`config.mk`:
```
export PLATFORM = sky130hd
export DESIGN_NAME = hyper_top
export DESIGN_NICKNAME = d
export VERILOG_FILES = /design/src/source/hyper_pkg.sv /design/src/source/block_cmd_engine.sv /design/src/source/block_mover.sv /design/src/source/desc_mem.sv /design/src/source/hyper_top.sv /design/src/source/slot_scheduler.sv
export SDC_FILE = /design/constraint.sdc
export NUM_CORES = 2
export LEC_CHECK = 0
export BUFFER_PORTS_ARGS = -buffer_cell sky130_fd_sc_hd__buf_2
export CORE_MARGIN = 1
export CORE_UTILIZATION = 25
export DETAILED_ROUTE_END_ITERATION = 8
export SETUP_SLACK_MARGIN = 0.02
export SYNTH_ARGS = -nofsm -noshare
export SYNTH_HDL_FRONTEND = slang
export SYNTH_HIERARCHICAL = 1
export SYNTH_SLANG_ARGS = --single-unit
```
`constraint.sdc`:
```
create_clock -name CLK -period 14.58 [get_ports CLK]
set_input_delay 1.458 -clock CLK [delete_from_list [all_inputs] [get_ports CLK]]
set_output_delay 1.458 -clock CLK [all_outputs]
set_load 0.005 [all_outputs]
```
`src/source/hyper_pkg.sv`:
```
package hyper_pkg;

  // descriptor and field types
  typedef logic [63:0] desc_t;
  typedef logic [23:0] len_t;
  typedef logic [31:0] addr_t;
  typedef logic [5:0]  blk_len_t;
  typedef logic [2:0]  desc_idx_t;
  typedef logic [1:0]  section_t;

  // descriptor bit positions
  localparam int TOKEN_BIT  = 61;
  localparam int ACTIVE_BIT = 60;
  localparam int DMEM_BIT   = 59;
  localparam int DIR_BIT    = 58;  // 1 = read from memory
  localparam int SECT_LSB   = 56;
  localparam int LEN_LSB    = 32;

  localparam int BLK_MAX = 63;

  // dram paging
  localparam int PAGE_BITS  = 12;
  localparam int PAGE_WORDS = 1 << PAGE_BITS;

  typedef logic [31-PAGE_BITS:0] page_t;

  typedef enum logic [2:0] {
    ENG_IDLE,
    ENG_LATCH,
    ENG_SIZE,
    ENG_MOVE,
    ENG_DONE
  } eng_state_t;

endpackage

```
`src/source/block_cmd_engine.sv`:
```
`timescale 1ns/1ps

module block_cmd_engine (
  input  logic                 CLK,
  input  logic                 RST,
  // command from the scheduler
  input  logic                 go,
  input  hyper_pkg::addr_t     new_addr,
  input  hyper_pkg::blk_len_t  block_len,
  input  hyper_pkg::section_t  new_section,
  input  logic                 new_dir,
  input  logic [1:0]           select_mvblck,
  input  hyper_pkg::desc_idx_t new_idx,
  output logic                 ready,
  output hyper_pkg::addr_t     old_addr,
  output hyper_pkg::blk_len_t  count_sent,
  output logic                 restart,
  output logic                 done_pulse,
  // mcu
  output logic [1:0]           mcu_req,
  input  logic [1:0]           mcu_grant,
  output hyper_pkg::page_t     page_addr,
  // word stream
  output logic                 xfer_valid,
  output hyper_pkg::addr_t     xfer_addr,
  output hyper_pkg::desc_idx_t xfer_idx,
  output logic                 xfer_dir,
  output hyper_pkg::section_t  xfer_section
);
  import hyper_pkg::*;

  eng_state_t           state;
  logic [PAGE_BITS-1:0] offset;
  logic [PAGE_BITS:0]   words_left;
  logic                 crosses, cross_q;
  blk_len_t             count_req, mv_sent;
  logic                 issue, working, working_q, grant_ok, move_end;

  assign ready      = state == ENG_IDLE;
  assign done_pulse = state == ENG_DONE;

  assign words_left = (PAGE_BITS + 1)'(PAGE_WORDS) - {1'b0, offset};
  assign crosses    = (PAGE_BITS + 1)'(block_len) > words_left;

  assign grant_ok = |(mcu_req & mcu_grant);
  assign move_end = (state == ENG_MOVE) && working_q && !working;  // falling edge of working

  always_ff @(posedge CLK)
  begin
    if (!RST)
    begin
      state     <= ENG_IDLE;
      mcu_req   <= '0;
      issue     <= 1'b0;
      working_q <= 1'b0;
      restart   <= 1'b0;
    end
    else
    begin
      working_q <= working;
      issue     <= state == ENG_SIZE;
      case (state)
        ENG_IDLE:
          if (go)
            state <= ENG_LATCH;
        ENG_LATCH:
        begin
          mcu_req <= select_mvblck;
          state   <= ENG_SIZE;
        end
        ENG_SIZE:
          state <= ENG_MOVE;
        ENG_MOVE:
          if (move_end)
          begin
            mcu_req <= '0;
            restart <= cross_q;
            state   <= ENG_DONE;
          end
        default:
          state <= ENG_IDLE;
      endcase
    end
  end

  always_ff @(posedge CLK)
  begin
    if (state == ENG_LATCH)
    begin
      page_addr    <= new_addr[31:PAGE_BITS];
      offset       <= new_addr[PAGE_BITS-1:0];
      xfer_idx     <= new_idx;
      xfer_dir     <= new_dir;
      xfer_section <= new_section;
    end
    if (state == ENG_SIZE)
    begin
      // cut at the page edge, the scheduler reissues the rest
      count_req <= crosses ? blk_len_t'(words_left) : block_len;
      cross_q   <= crosses;
    end
    if (move_end)
    begin
      count_sent <= mv_sent;
      old_addr   <= {page_addr, offset} + addr_t'(mv_sent);
    end
  end

  block_mover mover_i (
    .CLK        (CLK),
    .RST        (RST),
    .issue      (issue),
    .start_addr ({page_addr, offset}),
    .count_req  (count_req),
    .grant_ok   (grant_ok),
    .working    (working),
    .count_sent (mv_sent),
    .xfer_valid (xfer_valid),
    .xfer_addr  (xfer_addr)
  );

  a_req_in_block : assert property (@(posedge CLK) disable iff (!RST)
    (state == ENG_MOVE) |-> (count_req <= block_len));

endmodule

```
`src/source/block_mover.sv`:
```
`timescale 1ns/1ps

module block_mover (
  input  logic                CLK,
  input  logic                RST,
  input  logic                issue,
  input  hyper_pkg::addr_t    start_addr,
  input  hyper_pkg::blk_len_t count_req,
  input  logic                grant_ok,
  output logic                working,
  output hyper_pkg::blk_len_t count_sent,
  output logic                xfer_valid,
  output hyper_pkg::addr_t    xfer_addr
);
  import hyper_pkg::*;

  blk_len_t goal;
  logic     last_beat;

  assign xfer_valid = working && grant_ok;  // hold while not granted
  assign last_beat  = xfer_valid && (blk_len_t'(count_sent + 1'b1) == goal);

  always_ff @(posedge CLK)
  begin
    if (!RST)
      working <= 1'b0;
    else if (issue)
      working <= count_req != '0;
    else if (last_beat)
      working <= 1'b0;
  end

  always_ff @(posedge CLK)
  begin
    if (issue)
    begin
      goal       <= count_req;
      count_sent <= '0;
      xfer_addr  <= start_addr;
    end
    else if (xfer_valid)
    begin
      count_sent <= count_sent + 1'b1;
      xfer_addr  <= xfer_addr + 1'b1;
    end
  end

endmodule

```
`src/source/desc_mem.sv`:
```
`timescale 1ns/1ps

module desc_mem (
  input  logic                 CLK,
  input  logic                 RST,
  // apb
  input  logic                 psel,
  input  logic                 penable,
  input  logic                 pwrite,
  input  logic [4:0]           paddr,
  input  logic [31:0]          pwdata,
  output logic [31:0]          prdata,
  output logic                 pready,
  // scheduler port
  input  logic                 sched_rd,
  input  hyper_pkg::desc_idx_t sched_rd_idx,
  output hyper_pkg::desc_t     sched_rd_data,
  input  logic                 sched_wr,
  input  hyper_pkg::desc_idx_t sched_wr_idx,
  input  hyper_pkg::desc_t     sched_wr_data
);
  import hyper_pkg::*;

  desc_t       mem [8];
  logic [31:0] stage_lo;      // low half waits here for the high half
  desc_idx_t   cpu_idx;
  logic        hi_half;
  logic        mapped;
  logic        cpu_hit;
  logic        tok_ok;

  // entry index is paddr[4:3] with paddr[0] as its lsb
  assign hi_half = paddr[2];
  assign cpu_idx = {paddr[4:3], paddr[0]};
  assign mapped  = !paddr[1];     // bit 1 set is an unmapped hole

  // scheduler read wins the cycle
  assign cpu_hit = psel && penable && !pready && !sched_rd;

  assign tok_ok = mem[sched_wr_idx][TOKEN_BIT] == sched_wr_data[TOKEN_BIT];

  always_ff @(posedge CLK)
  begin
    if (!RST)
    begin
      for (int i = 0; i < 8; i++)
        mem[i] <= '0;
      pready <= 1'b0;
    end
    else
    begin
      pready <= cpu_hit;
      if (sched_wr && tok_ok)
        mem[sched_wr_idx] <= sched_wr_data;
      // cpu write lands last so it beats a same-cycle write-back
      if (cpu_hit && pwrite && mapped && hi_half)
        mem[cpu_idx] <= {pwdata, stage_lo};
    end
  end

  always_ff @(posedge CLK)
  begin
    if (sched_rd)
      sched_rd_data <= mem[sched_rd_idx];
    if (cpu_hit && pwrite && mapped && !hi_half)
      stage_lo <= pwdata;
    if (cpu_hit && !pwrite)
    begin
      if (!mapped)
        prdata <= '0;
      else if (hi_half)
        prdata <= mem[cpu_idx][63:32];
      else
        prdata <= mem[cpu_idx][31:0];
    end
  end

  // the scheduler keeps an entry off its read slot while it writes it back
  a_rd_wr_apart : assert property (@(posedge CLK) disable iff (!RST)
    !(sched_rd && sched_wr && (sched_rd_idx == sched_wr_idx)));

endmodule

```
`src/source/hyper_top.sv`:
```
`timescale 1ns/1ps

module hyper_top #(
  parameter int SLOT_PERIOD = 192
) (
  input  logic                 CLK,
  input  logic                 RST,
  input  logic                 psel,
  input  logic                 penable,
  input  logic                 pwrite,
  input  logic [4:0]           paddr,
  input  logic [31:0]          pwdata,
  output logic [31:0]          prdata,
  output logic                 pready,
  input  logic [7:0]           periph_busy,
  input  logic [1:0]           mcu_grant,
  output logic [1:0]           mcu_req,
  output hyper_pkg::page_t     page_addr,
  output logic                 xfer_valid,
  output hyper_pkg::addr_t     xfer_addr,
  output hyper_pkg::desc_idx_t xfer_idx,
  output logic                 xfer_dir,
  output hyper_pkg::section_t  xfer_section,
  output logic                 irq,
  output hyper_pkg::desc_idx_t irq_idx,
  output logic                 refresh_strobe
);
  import hyper_pkg::*;

  logic       sched_rd, sched_wr;
  desc_idx_t  sched_rd_idx, sched_wr_idx, cmd_idx;
  desc_t      sched_rd_data, sched_wr_data;
  logic       go, new_dir, ready, restart, done_pulse;
  addr_t      new_addr, old_addr;
  blk_len_t   block_len, count_sent;
  section_t   new_section;
  logic [1:0] select_mvblck;

  desc_mem mem_i (
    .CLK(CLK), .RST(RST),
    .psel(psel), .penable(penable), .pwrite(pwrite), .paddr(paddr),
    .pwdata(pwdata), .prdata(prdata), .pready(pready),
    .sched_rd(sched_rd), .sched_rd_idx(sched_rd_idx), .sched_rd_data(sched_rd_data),
    .sched_wr(sched_wr), .sched_wr_idx(sched_wr_idx), .sched_wr_data(sched_wr_data)
  );

  slot_scheduler #(.SLOT_PERIOD(SLOT_PERIOD)) sched_i (
    .CLK(CLK), .RST(RST), .periph_busy(periph_busy),
    .sched_rd(sched_rd), .sched_rd_idx(sched_rd_idx), .sched_rd_data(sched_rd_data),
    .sched_wr(sched_wr), .sched_wr_idx(sched_wr_idx), .sched_wr_data(sched_wr_data),
    .go(go), .new_addr(new_addr), .block_len(block_len), .new_section(new_section),
    .new_dir(new_dir), .select_mvblck(select_mvblck), .xfer_idx(cmd_idx),
    .ready(ready), .old_addr(old_addr), .count_sent(count_sent),
    .restart(restart), .done_pulse(done_pulse),
    .irq(irq), .irq_idx(irq_idx), .refresh_strobe(refresh_strobe)
  );

  block_cmd_engine engine_i (
    .CLK(CLK), .RST(RST),
    .go(go), .new_addr(new_addr), .block_len(block_len), .new_section(new_section),
    .new_dir(new_dir), .select_mvblck(select_mvblck), .new_idx(cmd_idx),
    .ready(ready), .old_addr(old_addr), .count_sent(count_sent),
    .restart(restart), .done_pulse(done_pulse),
    .mcu_req(mcu_req), .mcu_grant(mcu_grant), .page_addr(page_addr),
    .xfer_valid(xfer_valid), .xfer_addr(xfer_addr), .xfer_idx(xfer_idx),
    .xfer_dir(xfer_dir), .xfer_section(xfer_section)
  );

endmodule

```
`src/source/slot_scheduler.sv`:
```
`timescale 1ns/1ps

module slot_scheduler #(
  parameter int SLOT_PERIOD = 192
) (
  input  logic                 CLK,
  input  logic                 RST,
  input  logic [7:0]           periph_busy,
  // descriptor memory
  output logic                 sched_rd,
  output hyper_pkg::desc_idx_t sched_rd_idx,
  input  hyper_pkg::desc_t     sched_rd_data,
  output logic                 sched_wr,
  output hyper_pkg::desc_idx_t sched_wr_idx,
  output hyper_pkg::desc_t     sched_wr_data,
  // engine command
  output logic                 go,
  output hyper_pkg::addr_t     new_addr,
  output hyper_pkg::blk_len_t  block_len,
  output hyper_pkg::section_t  new_section,
  output logic                 new_dir,
  output logic [1:0]           select_mvblck,
  output hyper_pkg::desc_idx_t xfer_idx,
  input  logic                 ready,
  input  hyper_pkg::addr_t     old_addr,
  input  hyper_pkg::blk_len_t  count_sent,
  input  logic                 restart,
  input  logic                 done_pulse,
  // status
  output logic                 irq,
  output hyper_pkg::desc_idx_t irq_idx,
  output logic                 refresh_strobe
);
  import hyper_pkg::*;

  localparam int SMALL_W = $clog2(SLOT_PERIOD);

  logic [SMALL_W-1:0] small_car;
  logic [3:0]         big_car;
  logic               slot_fast0, slot_fast1, slot_slow;
  desc_idx_t          slot_idx;
  logic [7:0]         inflight;     // pending or moving, kept off the read slots

  logic               rd_q, fq_v, pend_v;
  desc_idx_t          rd_idx_q, fq_idx, pend_idx, cand_idx;
  desc_t              fq_data, pend_data, cand_data;
  logic               accept, keep, pend_load, cand_v, disp;
  len_t               cand_len, cur_len, new_len;
  logic [7:0]         cur_hi;
  blk_len_t           sent_acc, sent_total;
  logic [1:0]         ref_req, ref_ack;
  logic               ref_due, ref_serve;

  // ----------------------------------------
  // slot map
  assign slot_fast0 = small_car == '0;
  assign slot_fast1 = small_car == SMALL_W'(SLOT_PERIOD / 2);
  assign slot_slow  = (small_car == SMALL_W'(2)) && !big_car[0] && (big_car >= 4'd4);
  assign slot_idx   = slot_fast0 ? 3'd0 : (slot_fast1 ? 3'd1 : big_car[3:1]);

  assign sched_rd     = (slot_fast0 || slot_fast1 || slot_slow) && !inflight[slot_idx];
  assign sched_rd_idx = slot_idx;

  // ----------------------------------------
  // fetch evaluation and dispatch
  assign accept = fq_v && fq_data[ACTIVE_BIT] && (fq_data[LEN_LSB +: $bits(len_t)] != '0) &&
                  !periph_busy[fq_data[DIR_BIT:SECT_LSB]];

  assign cand_v    = pend_v || accept;
  assign cand_data = pend_v ? pend_data : fq_data;
  assign cand_idx  = pend_v ? pend_idx : fq_idx;
  assign cand_len  = cand_data[LEN_LSB +: $bits(len_t)];

  assign ref_due   = ref_req != ref_ack;
  assign ref_serve = ref_due && ready && !go;
  assign disp      = cand_v && ready && !go && !ref_due;

  assign pend_load = accept && (pend_v == disp);
  assign keep      = accept && (!pend_v || disp);

  assign sent_total = sent_acc + count_sent;
  assign new_len    = cur_len - len_t'(sent_total);

  always_ff @(posedge CLK)
  begin
    if (!RST)
    begin
      small_car      <= '0;
      big_car        <= '0;
      rd_q           <= 1'b0;
      fq_v           <= 1'b0;
      pend_v         <= 1'b0;
      inflight       <= '0;
      go             <= 1'b0;
      sched_wr       <= 1'b0;
      irq            <= 1'b0;
      ref_req        <= '0;
      ref_ack        <= '0;
      refresh_strobe <= 1'b0;
    end
    else
    begin
      if (small_car == SMALL_W'(SLOT_PERIOD - 1))
      begin
        small_car <= '0;
        big_car   <= big_car + 4'd1;
      end
      else
        small_car <= small_car + 1'b1;

      rd_q   <= sched_rd;
      fq_v   <= rd_q;
      pend_v <= pend_load || (pend_v && !disp);

      if (sched_wr)
        inflight[sched_wr_idx] <= 1'b0;
      if (keep)
        inflight[fq_idx] <= 1'b1;

      go       <= (done_pulse && restart) || disp;  // restart goes first
      sched_wr <= done_pulse && !restart;
      irq      <= done_pulse && !restart && (new_len == '0);

      if (slot_fast0 && big_car[0])
        ref_req <= ref_req + 2'd1;  // one per odd round
      if (ref_serve)
      begin
        ref_ack        <= ref_ack + 2'd1;
        refresh_strobe <= !refresh_strobe;
      end
    end
  end

  always_ff @(posedge CLK)
  begin
    rd_idx_q <= sched_rd_idx;
    fq_idx   <= rd_idx_q;
    fq_data  <= sched_rd_data;
    if (pend_load)
    begin
      pend_idx  <= fq_idx;
      pend_data <= fq_data;
    end

    if (done_pulse)
    begin
      if (restart)
      begin
        new_addr  <= old_addr;  // first word of the next page
        block_len <= block_len - count_sent;
        sent_acc  <= sent_total;
      end
      else
      begin
        sched_wr_idx  <= xfer_idx;
        sched_wr_data <= {cur_hi[7:5], new_len != '0, cur_hi[3:0], new_len, old_addr};
        irq_idx       <= xfer_idx;
      end
    end
    else if (disp)
    begin
      new_addr      <= cand_data[31:0];
      block_len     <= (cand_len > len_t'(BLK_MAX)) ? blk_len_t'(BLK_MAX) : cand_len[5:0];
      new_section   <= cand_data[SECT_LSB +: 2];
      new_dir       <= cand_data[DIR_BIT];
      select_mvblck <= {cand_data[DMEM_BIT], !cand_data[DMEM_BIT]};
      xfer_idx      <= cand_idx;
      cur_hi        <= cand_data[63:56];  // token travels to the write-back
      cur_len       <= cand_len;
      sent_acc      <= '0;
    end
  end

  a_go_needs_ready : assert property (@(posedge CLK) disable iff (!RST) go |-> ready);

endmodule

```
==> results.cfg <==
[clock_network]
clock_sink_count = 1090
h-tree-depth = 3
tritoncts = built
clock-root-buffer = sky130_fd_sc_hd__clkbuf_16
holdBufCountCts = 0
path_clk_slew_ns = 0.06
post_cts_resized = 0
cts_inserted_buffers = 112
post_cts_buffers = 0
clockBufferDepth = 3
clkLatencyLatePin_ns = 0.78

[route]
drtIter0Drc = 4525
postRouteWirelength_mm = 173
drcViolationCount = 0
wl_per_cell_um = 26.1
antenna_left = 0
drt-pass1-iter-count = 6
detailroute.via_count = 34400
vias_per_cell = 5.17

[floorplanning]
core_area_um2 = 207000
initial_core_util_pct = 25.1
placement_rows = 167
top_level_pins = 151
die_h_um = 458
horizontal_die_dimension_um = 458
die-area_um2 = 210000

[placement]
gp_congestion = 0.876
placedInstanceArea_um2 = 55800
hpwlAfterDp_mm = 111
place_worst_setup_slack_ns = 8.15
io_buffers = 150

[yosys]
yosys_reg_bits = 1090
synthDistinctLibCells = 91
synth-edff-count = 973
syn_avg_cell_area_um2 = 13.9
ys_top_cells_by_area = sky130_fd_sc_hd__edfxtp_1, sky130_fd_sc_hd__mux4_2, sky130_fd_sc_hd__dfxtp_1
synth.largest_area_cell = sky130_fd_sc_hd__edfxtp_1
synth_largest_type_area_fraction_pct = 56.1
async_reset_ff_share_pct = 0
synth_top_cells_by_count = sky130_fd_sc_hd__edfxtp_1, sky130_fd_sc_hd__nand2_1, sky130_fd_sc_hd__o21ai_0, sky130_fd_sc_hd__mux4_2, sky130_fd_sc_hd__clkbuf_1
syn_inst = 3739
synthesis.area_um2 = 52100
synth_sequential_area_ratio_pct = 60.6
synth-warning-count = 6
dominantRegCellSynth = sky130_fd_sc_hd__edfxtp_1
post-synth-top-count-cell = sky130_fd_sc_hd__edfxtp_1
synth_fp_nets = 3830

[sta]
timing.max_slew.rel_slack_pct = 15.3
final-hold-violation-count = 0
hold_slack_ns = 0.325
rsz_0062_raised_after_global_routing = no
setup_slack_ns = 8.04
post-route-min-period_ns = 6.54
maxClockFrequency_mhz = 153
maxSlewViolCount = 0
layout_worst_path_cycle_share_pct = 44.8
finalClockSkew_ns = 0.0872
finalSetupViolCount = 0
setup-tns-final_ns = 0
max_slew.worst_pin.slew_ns = 1.24

[global_routing]
highest_utilization_routing_layer_at_the_global_route_stage = met2
grt_use_met3_pct = 4.16
track_usage_pct = 16.1
grt_antenna_before_repair = 19
grt_start_max_net_pins = 79
grt_pass1_vias = 33800
global_route.usage.met1_pct = 20.9
met2_usage_pct = 25.4
first_pass_grt_wire_length_mm = 246
grt.overflow.total = 0

[worst_setup_path]
critical_path.endpoint_type = register
cp_data_required_time_ns = 14.94
path_class = reg -> reg
crit_arrival_ns = 6.89
critical_path.startpoint_type = register
worst-path-max-fanout = 66

[pwr]
post-layout-total-power_mw = 6.87
cellLeakagePower_nw = 19.1
peakVddDrop_mv = 0.0969
p_per_area_nw_per_um2 = 115

[cells_and_area]
proportion_of_layout_cells_with_a_drive_suffix_above_1_pct = 21.8
final_nets = 3847
finalInstanceArea_um2 = 59500
area.growth.synth_to_final_pct = 14.3

[outcome]
outcome = complete, no violations

[min_path]
hold_class = reg -> reg

[run]
cap_viol_max_count = 0
state kept, by name (all words and copies together), names as in the netlist, 4 cells and up:
signal                       cells
mem_i/mem                      512
mem_i/sched_rd_data             64
sched_i/fq_data                 64
sched_i/sched_wr_data           64
sched_i/pend_data               63
engine_i/mover_i/xfer_addr      32
engine_i/old_addr               32
mem_i/prdata                    32
mem_i/stage_lo                  32
sched_i/new_addr                32
sched_i/cur_len                 24
engine_i/page_addr              20
engine_i/offset                 12
sched_i/inflight                 8
sched_i/small_car                8
engine_i/count_req               6
engine_i/count_sent              6
engine_i/mover_i/count_sent      6
engine_i/mover_i/goal            6
sched_i/block_len                6
sched_i/cur_hi                   6
sched_i/sent_acc                 6
sched_i/big_car                  4
worst max-delay path, cell delays in order (launching register included):
cell and delay [ns]:
sky130_fd_sc_hd__dfxtp_1 0.35, sky130_fd_sc_hd__nor4_1 0.59, sky130_fd_sc_hd__nand3_1 0.28, sky130_fd_sc_hd__and2_4 0.42, sky130_fd_sc_hd__mux4_2 0.31, sky130_fd_sc_hd__a21o_1 0.12
sky130_fd_sc_hd__o21ai_4 0.07, sky130_fd_sc_hd__nand4bb_1 0.77, sky130_fd_sc_hd__or3_1 0.79, sky130_fd_sc_hd__nor2_4 0.13, sky130_fd_sc_hd__buf_4 0.85, sky130_fd_sc_hd__nor2_1 0.17
sky130_fd_sc_hd__o21ai_4 0.42, sky130_fd_sc_hd__buf_4 0.75
power breakdown:
part / internal [mW] / leakage (nW) / switching, mW / total [mW]
sequential: 3.53 / 10.5 / 0.0735 / 3.60
clock: 1.60 / 1.81 / 1.28 / 2.88
combinational: 0.141 / 6.88 / 0.246 / 0.387
stage by stage:
stage / instances / util, %
after floorplan: 3739 / -
after global placement: 6430 / 27.0
after detailed placement: 6430 / 27.0
after CTS: 6641 / 28.7
after global routing: 6645 / 28.7
final: 6650 / 28.7
worst paths after layout:
kind                              from           endpoint  cells past startpoint  slack (ns)
setup / recovery  sched_i/small_car[2]   mem_i/mem[4][32]                     13        8.04
hold / removal     sched_i/rd_idx_q[2]  sched_i/fq_idx[2]                      0        0.33
setup reg to reg  sched_i/small_car[2]   mem_i/mem[4][32]                     13        8.04
hold reg to reg    sched_i/rd_idx_q[2]  sched_i/fq_idx[2]                      0        0.33
cell type report:
type	instances	area, um2
diodes	9	22.5
clock buffers	158	3190
clock inverters	53	458
fillers	20700	148000
inverters	82	308
multi-input cells	2236	19000
flip-flops and latches	1090	31600
well taps	2788	3490
repair buffers	234	1400
metal layers:
| layer | share of wire (%) | wire length [um] | vias up |
|---|---|---|---|
| li1 | - | - | 14500 |
| met1 | 39 | 67200 | 17400 |
| met2 | 46 | 79700 | 2092 |
| met3 | 11 | 19100 | 381 |
| met4 | 4.2 | 7210 | 4 |
| met5 | 0.016 | 27 | - |
cells by family after synthesis:
group / count (synthesis) / synth area share [%]
flip-flops: 1090 / 60.6
AND/OR/NAND/NOR: 875 / 8.02
AO/OA/AOI/OAI: 759 / 9.86
multiplexers: 439 / 15.0
buffers and inverters: 413 / 3.43
XOR/XNOR: 123 / 2.08
adder cells (fa/ha/maj): 40 / 1.02
layout by cell type, fill, tap and decap left out, drive strengths merged, types with 10 or more instances in the layout:
cell / synthesis / routed
o21ai: 375 / 375
o41ai: 12 / 12
edfxtp: 973 / 973
a21oi: 26 / 26
nand4: 27 / 27
nor3: 28 / 28
a22oi: 14 / 14
and2: 25 / 25
nor2: 76 / 76
dfxtp: 117 / 117
a211oi: 68 / 68
a21o: 10 / 10
nor4: 21 / 21
xnor2: 66 / 66
nand2: 487 / 487
inv: 81 / 89
nor2b: 53 / 53
buf: 140 / 234
ha: 35 / 35
clkinv: 1 / 42
o31ai: 17 / 17
xor2: 57 / 57
a32o: 65 / 65
a22o: 131 / 131
nand3: 67 / 67
mux4: 260 / 260
nand2b: 15 / 15
and3: 15 / 15
clkbuf: 191 / 158
mux2: 102 / 102
mux2i: 77 / 77
No activity file was read; power rests on OpenSTA's default activity.
